File: src/source/fpAddPkg.sv
// Binary32 only; every stage struct carries its own valid bit and all words follow IEEE-754 layout
package fpAddPkg;

    // Field widths of the binary32 format
    localparam int EXP_BITS  = 8;
    localparam int FRAC_BITS = 23;

    // One binary32 word as it appears on the bus
    typedef struct packed {
        logic                 sign;
        logic [EXP_BITS-1:0]  exponent;
        logic [FRAC_BITS-1:0] fraction;
    } fpWord_t;

    // Alignment to adder
    // Slot A always holds the operand with the larger effective exponent,
    // guard, round and sticky belong to the shifted slot B
    typedef struct packed {
        logic                 valid;
        logic                 signA;
        logic                 signB;
        logic [EXP_BITS-1:0]  exponent;
        logic [FRAC_BITS:0]   mantissaA;
        logic [FRAC_BITS:0]   mantissaB;
        logic                 guard;
        logic                 round;
        logic                 sticky;
    } alignedPair_t;

    // Adder to round stage, exponent is one bit wider to hold a carry
    typedef struct packed {
        logic                 valid;
        logic                 sign;
        logic [EXP_BITS:0]    exponent;
        logic [FRAC_BITS:0]   mantissa;
        logic                 guard;
        logic                 round;
        logic                 sticky;
        logic                 isZero;
    } sumResult_t;

    // Pending NaN, infinity or signed zero result
    typedef struct packed {
        logic    active;
        fpWord_t value;
    } specialResult_t;

    localparam logic [EXP_BITS-1:0] EXP_MAX = '1;

    localparam fpWord_t QUIET_NAN = 32'h7FC00000;
    localparam fpWord_t POS_INF   = '{sign: 1'b0, exponent: EXP_MAX, fraction: '0};
    localparam fpWord_t NEG_INF   = '{sign: 1'b1, exponent: EXP_MAX, fraction: '0};

endpackage

File: src/source/alignment.sv
// Stage 1 of 3; exponent 255 operands pass through unchecked since specialCases overrides them
`timescale 1ns/1ps

module alignment
(
    input  logic                   clk,
    input  logic                   rst,
    input  logic                   inValid,
    input  fpAddPkg::fpWord_t      operandA,
    input  fpAddPkg::fpWord_t      operandB,
    output fpAddPkg::alignedPair_t aligned
);

    import fpAddPkg::*;

    logic         hiddenA;
    logic         hiddenB;
    logic [7:0]   effExpA;
    logic [7:0]   effExpB;
    logic [23:0]  sigA;
    logic [23:0]  sigB;
    logic         aLarger;
    logic [7:0]   expDiff;
    logic [4:0]   shiftAmount;
    logic [23:0]  smallSig;
    logic [49:0]  shifted;
    alignedPair_t alignedNext;

    // A zero exponent field means a subnormal or zero
    // It behaves as exponent 1 without the hidden bit
    assign hiddenA = |operandA.exponent;
    assign hiddenB = |operandB.exponent;
    assign effExpA = hiddenA ? operandA.exponent : 8'd1;
    assign effExpB = hiddenB ? operandB.exponent : 8'd1;
    assign sigA    = {hiddenA, operandA.fraction};
    assign sigB    = {hiddenB, operandB.fraction};

    always_comb
    begin
        aLarger           = (effExpA >= effExpB);
        alignedNext.valid = inValid;

        // Put the larger operand in slot A so the adder knows where GRS belongs
        if (aLarger)
        begin
            alignedNext.signA     = operandA.sign;
            alignedNext.signB     = operandB.sign;
            alignedNext.exponent  = effExpA;
            alignedNext.mantissaA = sigA;
            smallSig              = sigB;
            expDiff               = effExpA - effExpB;
        end
        else
        begin
            alignedNext.signA     = operandB.sign;
            alignedNext.signB     = operandA.sign;
            alignedNext.exponent  = effExpB;
            alignedNext.mantissaA = sigB;
            smallSig              = sigA;
            expDiff               = effExpB - effExpA;
        end

        // Beyond 26 places every bit of the small significand lands in sticky
        shiftAmount = (expDiff > 8'd26) ? 5'd26 : expDiff[4:0];

        // Bits 25 and 24 become guard and round, the rest collapse into sticky
        shifted               = {smallSig, 26'd0} >> shiftAmount;
        alignedNext.mantissaB = shifted[49:26];
        alignedNext.guard     = shifted[25];
        alignedNext.round     = shifted[24];
        alignedNext.sticky    = |shifted[23:0];
    end

    always_ff @(posedge clk)
    begin
        aligned <= alignedNext;
        if (rst)
            aligned.valid <= 1'b0;
    end

    // The chosen exponent must cover both operands of the previous cycle
    exponentCoversInputs: assert property (
        @(posedge clk) disable iff (rst)
        aligned.valid |-> (aligned.exponent >= $past(effExpA)) &&
                          (aligned.exponent >= $past(effExpB))
    );

endmodule

File: src/source/specialCases.sv
// Runs beside the numeric path with two cycles of delay; NaN payloads are not kept, always 7FC00000
`timescale 1ns/1ps

module specialCases
(
    input  logic                     clk,
    input  logic                     rst,
    input  logic                     inValid,
    input  fpAddPkg::fpWord_t        operandA,
    input  fpAddPkg::fpWord_t        operandB,
    output fpAddPkg::specialResult_t special
);

    import fpAddPkg::*;

    logic           nanA;
    logic           nanB;
    logic           infA;
    logic           infB;
    logic           zeroA;
    logic           zeroB;
    specialResult_t specialNext;
    specialResult_t stage1;

    // Operand classes
    assign nanA  = (operandA.exponent == EXP_MAX) && (|operandA.fraction);
    assign nanB  = (operandB.exponent == EXP_MAX) && (|operandB.fraction);
    assign infA  = (operandA.exponent == EXP_MAX) && !(|operandA.fraction);
    assign infB  = (operandB.exponent == EXP_MAX) && !(|operandB.fraction);
    assign zeroA = (operandA.exponent == 8'd0) && !(|operandA.fraction);
    assign zeroB = (operandB.exponent == 8'd0) && !(|operandB.fraction);

    always_comb
    begin
        specialNext.active = inValid;
        specialNext.value  = QUIET_NAN;
        if (nanA || nanB)
            specialNext.value = QUIET_NAN;
        else if (infA && infB && (operandA.sign != operandB.sign))
            specialNext.value = QUIET_NAN;
        else if (infA)
            specialNext.value = operandA.sign ? NEG_INF : POS_INF;
        else if (infB)
            specialNext.value = operandB.sign ? NEG_INF : POS_INF;
        else if (zeroA && zeroB)
            // -0 only when both zeros are negative
            specialNext.value = '{sign: operandA.sign & operandB.sign, exponent: 8'd0,
                                  fraction: 23'd0};
        else
            specialNext.active = 1'b0;
    end

    // Two-deep delay line to meet the sum of the same operands in roundPack
    always_ff @(posedge clk)
    begin
        stage1  <= specialNext;
        special <= stage1;
        if (rst)
        begin
            stage1.active  <= 1'b0;
            special.active <= 1'b0;
        end
    end

    activeNeedsStrobe: assert property (
        @(posedge clk) disable iff (rst)
        special.active |-> $past(inValid, 2)
    );

endmodule

File: src/source/mantissaAdder.sv
// Stage 2 of 3; expects slot A to hold the larger exponent, result exponent never falls below 1
`timescale 1ns/1ps

module mantissaAdder
(
    input  logic                   clk,
    input  logic                   rst,
    input  fpAddPkg::alignedPair_t aligned,
    output fpAddPkg::sumResult_t   result
);

    import fpAddPkg::*;

    logic [26:0] magA;
    logic [26:0] magB;
    logic [27:0] rawSum;
    logic [26:0] magnitude;
    logic [8:0]  expWide;
    logic        sumSign;
    logic [4:0]  leadingZeros;
    logic [8:0]  maxShift;
    logic [4:0]  shiftLeft;
    logic [26:0] normalized;
    sumResult_t  resultNext;

    function automatic logic [4:0] countLeadingZeros(input logic [26:0] value);
        logic [4:0] count;
        logic       found;
        count = 5'd0;
        found = 1'b0;
        for (int i = 26; i >= 0; i--)
        begin
            if (value[i])
                found = 1'b1;
            else if (!found)
                count = count + 5'd1;
        end
        return count;
    endfunction

    always_comb
    begin
        // Significand with three extra bits, only B has guard, round, sticky
        magA    = {aligned.mantissaA, 3'b000};
        magB    = {aligned.mantissaB, aligned.guard, aligned.round, aligned.sticky};
        expWide = {1'b0, aligned.exponent};

        if (aligned.signA == aligned.signB)
        begin
            rawSum  = {1'b0, magA} + {1'b0, magB};
            sumSign = aligned.signA;
        end
        else if (magA >= magB)
        begin
            rawSum  = {1'b0, magA - magB};
            sumSign = aligned.signA;
        end
        else
        begin
            rawSum  = {1'b0, magB - magA};
            sumSign = aligned.signB;
        end

        // Carry out, shift right once and fold the lost bit into sticky
        if (rawSum[27])
        begin
            magnitude = {rawSum[27:2], rawSum[1] | rawSum[0]};
            expWide   = expWide + 9'd1;
        end
        else
            magnitude = rawSum[26:0];

        // Left shift stops at exponent 1, which leaves a subnormal
        leadingZeros = countLeadingZeros(magnitude);
        maxShift     = expWide - 9'd1;
        if ({4'd0, leadingZeros} > maxShift)
            shiftLeft = maxShift[4:0];
        else
            shiftLeft = leadingZeros;
        normalized = magnitude << shiftLeft;

        resultNext.valid    = aligned.valid;
        resultNext.isZero   = (magnitude == 27'd0);
        resultNext.sign     = resultNext.isZero ? 1'b0 : sumSign;
        resultNext.exponent = expWide - {4'd0, shiftLeft};
        resultNext.mantissa = normalized[26:3];
        resultNext.guard    = normalized[2];
        resultNext.round    = normalized[1];
        resultNext.sticky   = normalized[0];
    end

    always_ff @(posedge clk)
    begin
        result <= resultNext;
        if (rst)
            result.valid <= 1'b0;
    end

    normalizedAboveOne: assert property (
        @(posedge clk) disable iff (rst)
        (result.valid && !result.isZero && (result.exponent > 9'd1)) |-> result.mantissa[23]
    );

endmodule

File: src/source/roundPack.sv
// Stage 3 of 3; round to nearest even only, no exception flags, special result wins when active
`timescale 1ns/1ps

module roundPack
(
    input  logic                     clk,
    input  logic                     rst,
    input  fpAddPkg::sumResult_t     result,
    input  fpAddPkg::specialResult_t special,
    output logic                     outValid,
    output fpAddPkg::fpWord_t        sum
);

    import fpAddPkg::*;

    logic        roundUp;
    logic [24:0] rounded;
    logic [23:0] finalMant;
    logic [8:0]  roundedExp;
    fpWord_t     numeric;

    always_comb
    begin
        // Ties go to the even mantissa
        roundUp = result.guard & (result.round | result.sticky | result.mantissa[0]);
        rounded = {1'b0, result.mantissa} + {24'd0, roundUp};

        if (rounded[24])
        begin
            finalMant  = rounded[24:1];
            roundedExp = result.exponent + 9'd1;
        end
        else
        begin
            finalMant  = rounded[23:0];
            roundedExp = result.exponent;
        end

        if (result.isZero)
            numeric = '{sign: result.sign, exponent: 8'd0, fraction: 23'd0};
        else if (roundedExp >= 9'd255)
            numeric = result.sign ? NEG_INF : POS_INF;
        else
            // Clear hidden bit packs as a subnormal
            numeric = '{sign: result.sign,
                        exponent: finalMant[23] ? roundedExp[7:0] : 8'd0,
                        fraction: finalMant[22:0]};
    end

    always_ff @(posedge clk)
    begin
        sum <= special.active ? special.value : numeric;
        if (rst)
            outValid <= 1'b0;
        else
            outValid <= result.valid;
    end

    // Both side paths must deliver the same operands in the same cycle
    specialMatchesNumeric: assert property (
        @(posedge clk) disable iff (rst)
        special.active |-> result.valid
    );

endmodule

File: src/source/fpAdder.sv
// Binary32 adder with fixed 3-cycle latency; no back-pressure, every outValid must be taken
`timescale 1ns/1ps

module fpAdder
(
    input  logic              clk,
    input  logic              rst,
    input  logic              inValid,
    input  fpAddPkg::fpWord_t operandA,
    input  fpAddPkg::fpWord_t operandB,
    output logic              outValid,
    output fpAddPkg::fpWord_t sum
);

    import fpAddPkg::*;

    alignedPair_t   aligned;
    sumResult_t     result;
    specialResult_t special;

    // Numeric path
    alignment u_alignment (
        .clk      (clk),
        .rst      (rst),
        .inValid  (inValid),
        .operandA (operandA),
        .operandB (operandB),
        .aligned  (aligned)
    );

    mantissaAdder u_mantissaAdder (
        .clk     (clk),
        .rst     (rst),
        .aligned (aligned),
        .result  (result)
    );

    // Runs beside the numeric path
    specialCases u_specialCases (
        .clk      (clk),
        .rst      (rst),
        .inValid  (inValid),
        .operandA (operandA),
        .operandB (operandB),
        .special  (special)
    );

    roundPack u_roundPack (
        .clk      (clk),
        .rst      (rst),
        .result   (result),
        .special  (special),
        .outValid (outValid),
        .sum      (sum)
    );

endmodule

File: config.mk
export PLATFORM = sky130hd
export DESIGN_NAME = fpAdder
export DESIGN_NICKNAME = d
export VERILOG_FILES = /design/src/source/fpAddPkg.sv /design/src/source/alignment.sv /design/src/source/specialCases.sv /design/src/source/mantissaAdder.sv /design/src/source/roundPack.sv /design/src/source/fpAdder.sv
export SDC_FILE = /design/constraint.sdc
export NUM_CORES = 1
export LEC_CHECK = 0
export ABC_CLOCK_PERIOD_IN_PS = 57700
export BUFFER_PORTS_ARGS = -buffer_cell sky130_fd_sc_hd__buf_2
export CAP_MARGIN = 40
export CORE_ASPECT_RATIO = 1.4
export CORE_MARGIN = 3
export CORE_UTILIZATION = 64
export DETAILED_ROUTE_END_ITERATION = 6
export MAX_ROUTING_LAYER = met4
export PLACE_DENSITY_LB_ADDON = 0.15
export SKIP_CTS_REPAIR_TIMING = 1
export SYNTH_ARGS = -nofsm -noshare
export SYNTH_HDL_FRONTEND = slang
export SYNTH_SLANG_ARGS = --single-unit
File: constraint.sdc
create_clock -name clk -period 57.7 [get_ports clk]
set_clock_uncertainty 0.15 [all_clocks]
set_input_delay 0 -clock clk [delete_from_list [all_inputs] [get_ports clk]]
set_output_delay 0 -clock clk [all_outputs]
set_load 0.1 [all_outputs]
* Word-level counts from Yosys, hierarchy flattened
Index checks and enable logic that the tools add are counted.
Operators by class: muxes and demuxes 109, add/sub/neg operators 36, shifts and indexed selects 2, order comparisons 5, equality and inequality tests 4, bitwise logic cells 5, reductions and logical operators 21
Operator list (number):
- $mux 32 | 9
- $mux 5 | 54
- $add 5x1->5 const B | 25
- $mux 27 | 2
- $sub 27x27->27 | 2
- $shr 50x5->50 | 1
- $mux 24 | 2
- $reduce_or 23->1 | 2
- $mux 1 | 34
- $mux 34 | 1
- $mux 8 | 4
- $add 27x27->28 | 1
- $mux 28 | 1
- $ge 27x27->1 | 1
- $logic_not 27->1 | 1
- $shl 27x5->27 | 1
- $add 24x1->25 | 1
- $reduce_or 24->1 | 1
- $mux 9 | 2
- $eq 8x8->1 const B | 2
- $logic_not 8->1 | 2
- $reduce_or 8->1 | 2
- $sub 8x8->8 | 2
- $add 8x1->9 const B | 1
- other kinds (16) | 28
Word-level totals: word-level logic and storage cells 211, output and inout bits 33, bits in registers 200, input port bits 67

* Depth between registers and ports, before layout
Gate-level depths: netlist of run 1.
depth in word-level cells 87, gate-level depth with buffers 121, gate-level depth less buffers 117

* Cells and area by module
A second synthesis of run 1 with hierarchy kept.
Unflattened totals: cells, all modules 2735, area, all modules 19641.3 um^2
By module, submodules not included:
- mantissaAdder | cells an instance 1783, instances 1, area each 12102.9 um^2
- alignment | cells an instance 614, instances 1, area each 4709.5 um^2
- roundPack | cells an instance 252, instances 1, area each 2148.3 um^2
- specialCases | cells an instance 86, instances 1, area each 680.7 um^2

* Worst setup path after synthesis of run 1
Ideal clock, no wire load.
path kind reg2reg, start point register u_alignment.aligned[14] (netlist name), end point register u_mantissaAdder.result[36] (netlist name), setup slack 35.777 ns, cell stages (with the launch flop) 118, arrival time 21.673 ns, library setup time 0.101 ns, required time 57.449 ns, path buffers 8, period minus slack after synthesis 21.923 ns, cells stage by stage dfxtp_1 > inv_1 > ha_1 > buf_4 > inv_1 > a21oi_1 > a2111oi_0 > a21oi_1 > a21oi_1 > buf_2 > buf_1 > clkbuf_1 > clkbuf_1 > buf_1 > clkbuf_1 > nor2_1 > a211oi_1 > ha_1 > [82 not listed] > nor2_1 > ha_1 > a21oi_1 > a31oi_1 > and3_1 > inv_1 > a31oi_1 > inv_2 > clkbuf_1 > ha_1 > inv_1 > fa_1 > a21o_1 > a21oi_1 > inv_1 > a21oi_1 > nand2_1 > o41ai_1

==> results of run 1 <==
-- metrics by stage --
| step | total power, mW | std cells |
|---|---|---|
| after global placement | 0.571 | 2651 |
| after global routing | 0.750 | 2761 |
| after detailed placement | 0.582 | 2655 |
| after CTS | 0.696 | 2687 |
| after floorplan | 0.478 | 2295 |
| final | 0.715 | 2761 |
-- flip-flops by register name (all words and copies together), names as in the netlist --
signal	cells
u_alignment.aligned	62
u_mantissaAdder.result	39
u_roundPack.outValid	1
u_roundPack.sum	32
u_specialCases.special	4
u_specialCases.stage1	4
-- cell type report --
type                    instances  area [um2]
clock buffers                  17         425
well taps                     360         450
clock inverters                15         189
flip-flops and latches        142        2840
fillers                      2097        7060
multi-input cells            1887       13500
repair buffers                197        1410
diodes                          3        7.51
inverters                     140         526
-- metal layers --
| layer | part of all wire [%] | vias to the layer above | routed length (um) |
|---|---|---|---|
| met5 | 0 | - | 0 |
| met4 | 10 | 0 | 6730 |
| met3 | 7.0 | 477 | 4470 |
| met2 | 49 | 1196 | 31400 |
| met1 | 34 | 8830 | 21600 |
| li1 | - | 8620 | - |
-- worst register-to-register path: cells and delay by family, from the launching register on --
kind                       cells  cell delay [ns]
AOI/OAI and AO/OA             34             7.03
xor gates and xnor gates       1             0.66
adders and majority gates     27             8.78
buffers and inverters          9             1.11
DFF                            1             0.36
muxes                         12             2.40
and+or+nand+nor               30             4.28
-- how the worst max path moves through the flow --
| stage | cells after the start | to | slack, ns |
|---|---|---|---|
| floorplan | 117 | u_mantissaAdder.result[36] | 35.78 |
| global placement | 112 | u_mantissaAdder.result[36] | 34.43 |
| detailed placement | 112 | u_mantissaAdder.result[36] | 33.39 |
| CTS | 112 | u_mantissaAdder.result[36] | 33.24 |
| global route | 113 | u_mantissaAdder.result[36] | 31.34 |
| finish | 113 | u_mantissaAdder.result[36] | 32.79 |
-- report_power, final --
part           switching, mW  total, mW  internal [mW]
Sequential            0.0190      0.146          0.127
Clock                 0.0547      0.114         0.0589
Combinational          0.314      0.455          0.141
-- cell families after synthesis --
group / after synthesis
simple gates: 845
compound gates: 622
buf+inv: 266
mux: 187
flops: 142
fa+ha+maj: 133
xor+xnor: 100
-- layout by cell type (no fill, tap or decap), types with 47 or more instances in the layout --
cell type / netlist / final
nor2_1: 230 / 230
nand2_1: 206 / 206
mux2i_1: 115 / 115
mux2_2: 47 / 47
ha_1: 127 / 127
a21oi_1: 180 / 178
nand3_1: 67 / 67
xnor2_1: 55 / 54
dfxtp_1: 142 / 142
buf_2: 32 / 99
o21ai_0: 107 / 107
dlygate4sd3_1: 0 / 70
nor3_1: 59 / 58
inv_1: 138 / 138
==> flow_summary_export.csv, run 1 <==
group,metric,value,unit
critical_path,required,57.85,ns
finish,final_nets,2584,
grt,grt_pass1_wl,96100,um
place,post-place-ws,33.39,ns
synthesis,ys_top_cells_by_area,"dfxtp_1 16%, ha_1 9.1%, mux2i_1 6.6%",
grt,globalRouteOverflowTotal,0,
run_status,outcome,"complete, but fails checks",
critical_path,end_kind,"flip-flop",
cts,cts_inserted_buffers,17,
detailed_routing,wl,64200,um
critical_path,ff2ff_setup_slack,32.79,ns
timing,hold_viol,2,
critical_path,worst_ep_arrival_time,25.06,ns
floorplan,num_rows,70,
cts,cts_tree,"yes",
run_status,violations,"negative hold slack",
grt,grt_max_degree,83,
critical_path,cp_num_buf_inv,9,
grt,grt_pass1_vias,18339,
synthesis,yosysWarnings,0,
detailed_routing,wl_per_cell,23.3,um
critical_path,critPathMaxStageDelay,0.70,ns
critical_path,path_class,"reg2reg",
synthesis,synthTopCellsByCount,"230 x nor2_1, 206 x nand2_1, 180 x a21oi_1",
timing,setup_viol,0,
detailed_routing,drtAntennaViolNets,0,
timing,period_minus_slack,24.91,ns
synthesis,synth_xor_xnor_area_share,5.95,%
synthesis,syn_area,17400,um2
critical_path,r2r_cells,113,
synthesis,synth_top_family_by_area,"compound AO/OA/AOI/OAI gates",
cts,cts_buffer_depth,2,
critical_path,cp_top_family,"adder cells",
synthesis,synth_compound_area_share,24.5,%
synthesis,ys.flop_type,"dfxtp_1",
detailed_routing,vias,19123,
grt,use_met3,6.59,%
floorplan,fp.dieArea,29200,um2
synthesis,synth_edf_count,0,
synthesis,synth.mux.area_fraction,12.8,%
detailed_routing,drcViolationCount,0,
critical_path,worstPathMaxFanout,27,
critical_path,cp_slowest_cell,"ha_1",
grt,grt_use_total,41.7,%
synthesis,synthSimpleGateAreaFrac,24.4,%
synthesis,syn_inst,2295,
synthesis,synth_fa_ha_area_share,9.77,%
place,io_buffers,99,
cts,h-tree-depth,4,
finish,stdcell_area,19400,um2
synthesis,ys_types,120,
finish,areaGrowthSynthToFinish,11.6,%
synthesis,synth_top_area_share,16.4,%
place,gp_congestion,1.11,
timing,worstMarginPinSlew,0.964,ns
floorplan,die_h,201,um
cts,clock-sinks,142,
timing,rsz0062_at_grt,"no",
detailed_routing,drt-vias-per-instance,6.93,
timing,max_freq,40.1,MHz
detailed_routing,first_pass_iters,6,
timing,setup_ws,32.79,ns
critical_path,path_common_cell,"ha_1",
timing,hold_slack,-0.00691,ns
grt,antenna_found_initial,3,
timing,slew_viol_final,0,
synthesis,yosys.area.top_type,"dfxtp_1",
hold_path,holdPathEnd,"u_specialCases.stage1[29]",
hold_path,hold_path_class,"in2reg",
floorplan,pin_count,100,
synthesis,yosysMostFrequentCell,"nor2_1",
grt,gr-max-usage-layer,"met2",
cts,path_clk_slew,0.07,ns
floorplan,die_x,145,um
hold_path,hold-path-cell-count,5,
timing,fin_setup_tns,0,ns
power,cellLeakagePower,8.03,nW
grt,grtUsageMet1,40.7,%
synthesis,synth_seq_area_share,16.4,%
cts,clock_latency,0.45,ns
critical_path,cp-startpoint,"u_alignment.aligned[15]",
finish,drive_above_1_share,13.0,%
synthesis,synth-async-reset-ratio,0,%
finish,final_core_util,73.3,%
synthesis,synth_seq_cells,142,
detailed_routing,initialDrtViolationCount,1934,
critical_path,worstReg2RegEnd,"u_mantissaAdder.result[36]",
grt,use_met2,72.8,%
run,drv_cap,0,
floorplan,coreArea,26500,um2
synthesis,avgSynthCellArea,7.57,um2
power,ir_worst_vdd,0.0241,mV
place,hpwl,49100,um
critical_path,start_kind,"flip-flop",
hold_path,holdCritStartpoint,"operandA[26]",
floorplan,start_util,65.7,%
timing,relSlewSlack,35.3,%
timing,post-route-period-util,43.2,%
synthesis,synth_nets,2494,
power,powerDensity,36.9,nW/um2
cts,ctsRootBufferMaster,"clkbuf_16",
critical_path,reg2reg_from,"u_alignment.aligned[15]",
place,place_area,18100,um2
No activity file was read; power rests on OpenSTA's default activity.
==> run 2, diff against run 1 <==
--- a/config.mk
+++ b/config.mk
@@ -5,12 +5,12 @@
 export SDC_FILE = /design/constraint.sdc
 export NUM_CORES = 1
 export LEC_CHECK = 0
-export ABC_CLOCK_PERIOD_IN_PS = 57700
+export ABC_CLOCK_PERIOD_IN_PS = 21300
 export BUFFER_PORTS_ARGS = -buffer_cell sky130_fd_sc_hd__buf_2
 export CAP_MARGIN = 40
 export CORE_ASPECT_RATIO = 1.4
 export CORE_MARGIN = 3
-export CORE_UTILIZATION = 64
+export CORE_UTILIZATION = 58
 export DETAILED_ROUTE_END_ITERATION = 6
 export MAX_ROUTING_LAYER = met4
 export PLACE_DENSITY_LB_ADDON = 0.15
==> constraint.sdc (replaced) <==
create_clock -name clk -period 21.3 [get_ports clk]
set_clock_uncertainty 0.15 [all_clocks]
set_input_delay 0 -clock clk [delete_from_list [all_inputs] [get_ports clk]]
set_output_delay 0 -clock clk [all_outputs]
set_load 0.1 [all_outputs]
==> run 2 against run 1 <==
  * The run ends with design-rule violations, negative hold slack left
  * Core utilization increased by 0.49 points
  * Clock power increased to 2.8 times the previous value
  * Via count increased by 3.7%
  * Critical path depth decreased by 1
  * Largest cell class unchanged
  * First-iteration DRC count decreased by 7.4%
  * Highest routed layer unchanged
  * Final cell count increased by 7.3%
  * Die area increased by 10%
==> flow_summary_export.csv, run 2 (same netlist as run 1, synthesis figures left out) <==
group,metric,value,unit
timing,max_freq,48.0,MHz
finish,antenna_cells,0,
cts,cts_buffer_depth,2,
timing,post-route-period-util,97.7,%
finish,areaGrowthSynthToFinish,24.6,%
detailed_routing,drcViolationCount,1,
detailed_routing,first_pass_iters,7,
place,post-place-ws,-0.311,ns
timing,slew_viol_final,0,
power,power.total,2.16,mW
hold_path,hold_path_class,"in2reg",
finish,top_register,"u_alignment.aligned",
critical_path,worstReg2RegEnd,"u_mantissaAdder.result[36]",
floorplan,coreArea,29400,um2
run_status,outcome,"complete, but fails checks",
timing,hold_slack,-0.00102,ns
timing,period_minus_slack,20.82,ns
timing,worstMarginPinSlew,1.05,ns
power,powerDensity,99.9,nW/um2
detailed_routing,wl_per_cell,23.5,um
critical_path,required,21.52,ns
floorplan,pin_count,100,
run_status,violations,"design-rule violations, negative hold slack",
finish,final_nets,2769,
grt,grt_pass1_wl,101000,um
hold_path,holdPathEnd,"u_specialCases.stage1[29]",
timing,setup_viol,0,
critical_path,critPathMaxStageDelay,0.89,ns
timing,relSlewSlack,28.8,%
critical_path,reg2reg_from,"u_alignment.aligned[4]",
finish,final_core_util,73.8,%
finish,largest_reg_flops,62,
floorplan,die_h,211,um
critical_path,cp_slowest_cell,"nor4b_1",
power,cellLeakagePower,9.07,nW
hold_path,holdCritStartpoint,"operandB[13]",
detailed_routing,initialDrtViolationCount,1790,
cts,cts_inserted_buffers,17,
floorplan,start_util,59.2,%
critical_path,r2r_cells,112,
cts,cts_tree,"yes",
cts,path_clk_slew,0.07,ns
cts,ctsRootBufferMaster,"clkbuf_16",
critical_path,path_common_cell,"ha_1",
critical_path,start_kind,"flip-flop",
critical_path,end_kind,"flip-flop",
cts,clock_latency,0.48,ns
power,ir_worst_vdd,0.0868,mV
grt,grt_pass1_vias,18865,
timing,setup_ws,0.482,ns
critical_path,worst_ep_arrival_time,21.03,ns
finish,layoutNonFillerInstCount,2963,
detailed_routing,drtAntennaViolNets,0,
grt,antenna_found_initial,0,
finish,layout_commonest_cell,"nor2_1",
place,io_buffers,99,
finish,final_cell_mix,"222 x nor2_1, 202 x nand2_1, 202 x buf_4, 166 x a21oi_1, 130 x inv_1",
run,drv_cap,0,
hold_path,hold-path-cell-count,5,
grt,globalRouteOverflowTotal,0,
place,dp.cells,2819,
cts,clock-sinks,142,
finish,drive_above_1_share,23.9,%
detailed_routing,wl,69600,um
finish,top_regs,"u_alignment.aligned x62, u_mantissaAdder.result x39, u_roundPack.sum x32",
detailed_routing,drt-vias-per-instance,6.70,
floorplan,die_x,152,um
grt,grt_use_total,40.6,%
place,gp_congestion,1.03,
grt,grt_max_degree,83,
critical_path,ff2ff_setup_slack,0.48,ns
critical_path,path_class,"reg2reg",
cts,h-tree-depth,4,
floorplan,fp.dieArea,32100,um2
timing,hold_viol,1,
detailed_routing,vias,19840,
place,hpwl,53400,um
critical_path,worstPathMaxFanout,8,
floorplan,num_rows,74,
run 2: changes by cell type in the layout (fill, tap and decap cells not counted), moves of 11 or more:
cell | before | now
ha_1 | 127 | 98
ha_4 | 0 | 25
dfxtp_2 | 0 | 13
a21oi_2 | 2 | 13
buf_4 | 24 | 202
a21oi_1 | 178 | 166
dfxtp_1 | 142 | 128
run 2: area by class of cell:
type	instances	area (um2)
clock buffers	17	425
repair buffers	382	2850
clock inverters	15	191
flip-flops and latches	142	2860
fillers	2221	7690
inverters	140	528
well taps	380	475
multi-input cells	1887	14300
run 2: per-stage QoR:
stage / TNS, ns / cell area [um2]
final: 0 / 21700
after global routing: -1.52 / 21700
after CTS: -6.10 / 19800
after detailed placement: -3.16 / 19200
after global placement: 0 / 19200
after floorplan: 0 / 17400
run 2: how the worst max path moves through the flow:
stage	start	endpoint	depth (start not counted)	slack, ns
finish	u_alignment.aligned[4]	u_mantissaAdder.result[36]	112	0.48
global route	u_alignment.aligned[4]	u_mantissaAdder.result[36]	114	-0.31
CTS	u_alignment.aligned[4]	u_mantissaAdder.result[36]	114	-0.58
detailed placement	u_alignment.aligned[4]	u_mantissaAdder.result[21]	112	-0.31
global placement	u_alignment.aligned[4]	u_mantissaAdder.result[21]	110	0.36
floorplan	u_alignment.aligned[14]	u_mantissaAdder.result[36]	117	0.07
run 2: critical path, delay by kind of cell (launching register included):
family / cells / cell delay [ns]
adder cells (fa/ha/maj): 25 / 6.72
AO/OA/AOI/OAI: 34 / 5.66
AND/OR/NAND/NOR: 30 / 4.48
multiplexers: 12 / 2.33
buffers and inverters: 11 / 0.94
flip-flops: 1 / 0.37
run 2: routing by layer:
metal	GRT usage, %	wire length [um]	up-vias
met2	72.2	34700	1056
met4	31.7	6870	0
met5	-	0	-
met3	5.25	4210	408
li1	-	-	8977
met1	40.1	23800	9399
run 2: power breakdown:
group          internal (mW)  switching [mW]
clock                  0.160           0.158
sequential             0.346          0.0576
combinational          0.528           0.916
total                   1.03            1.13
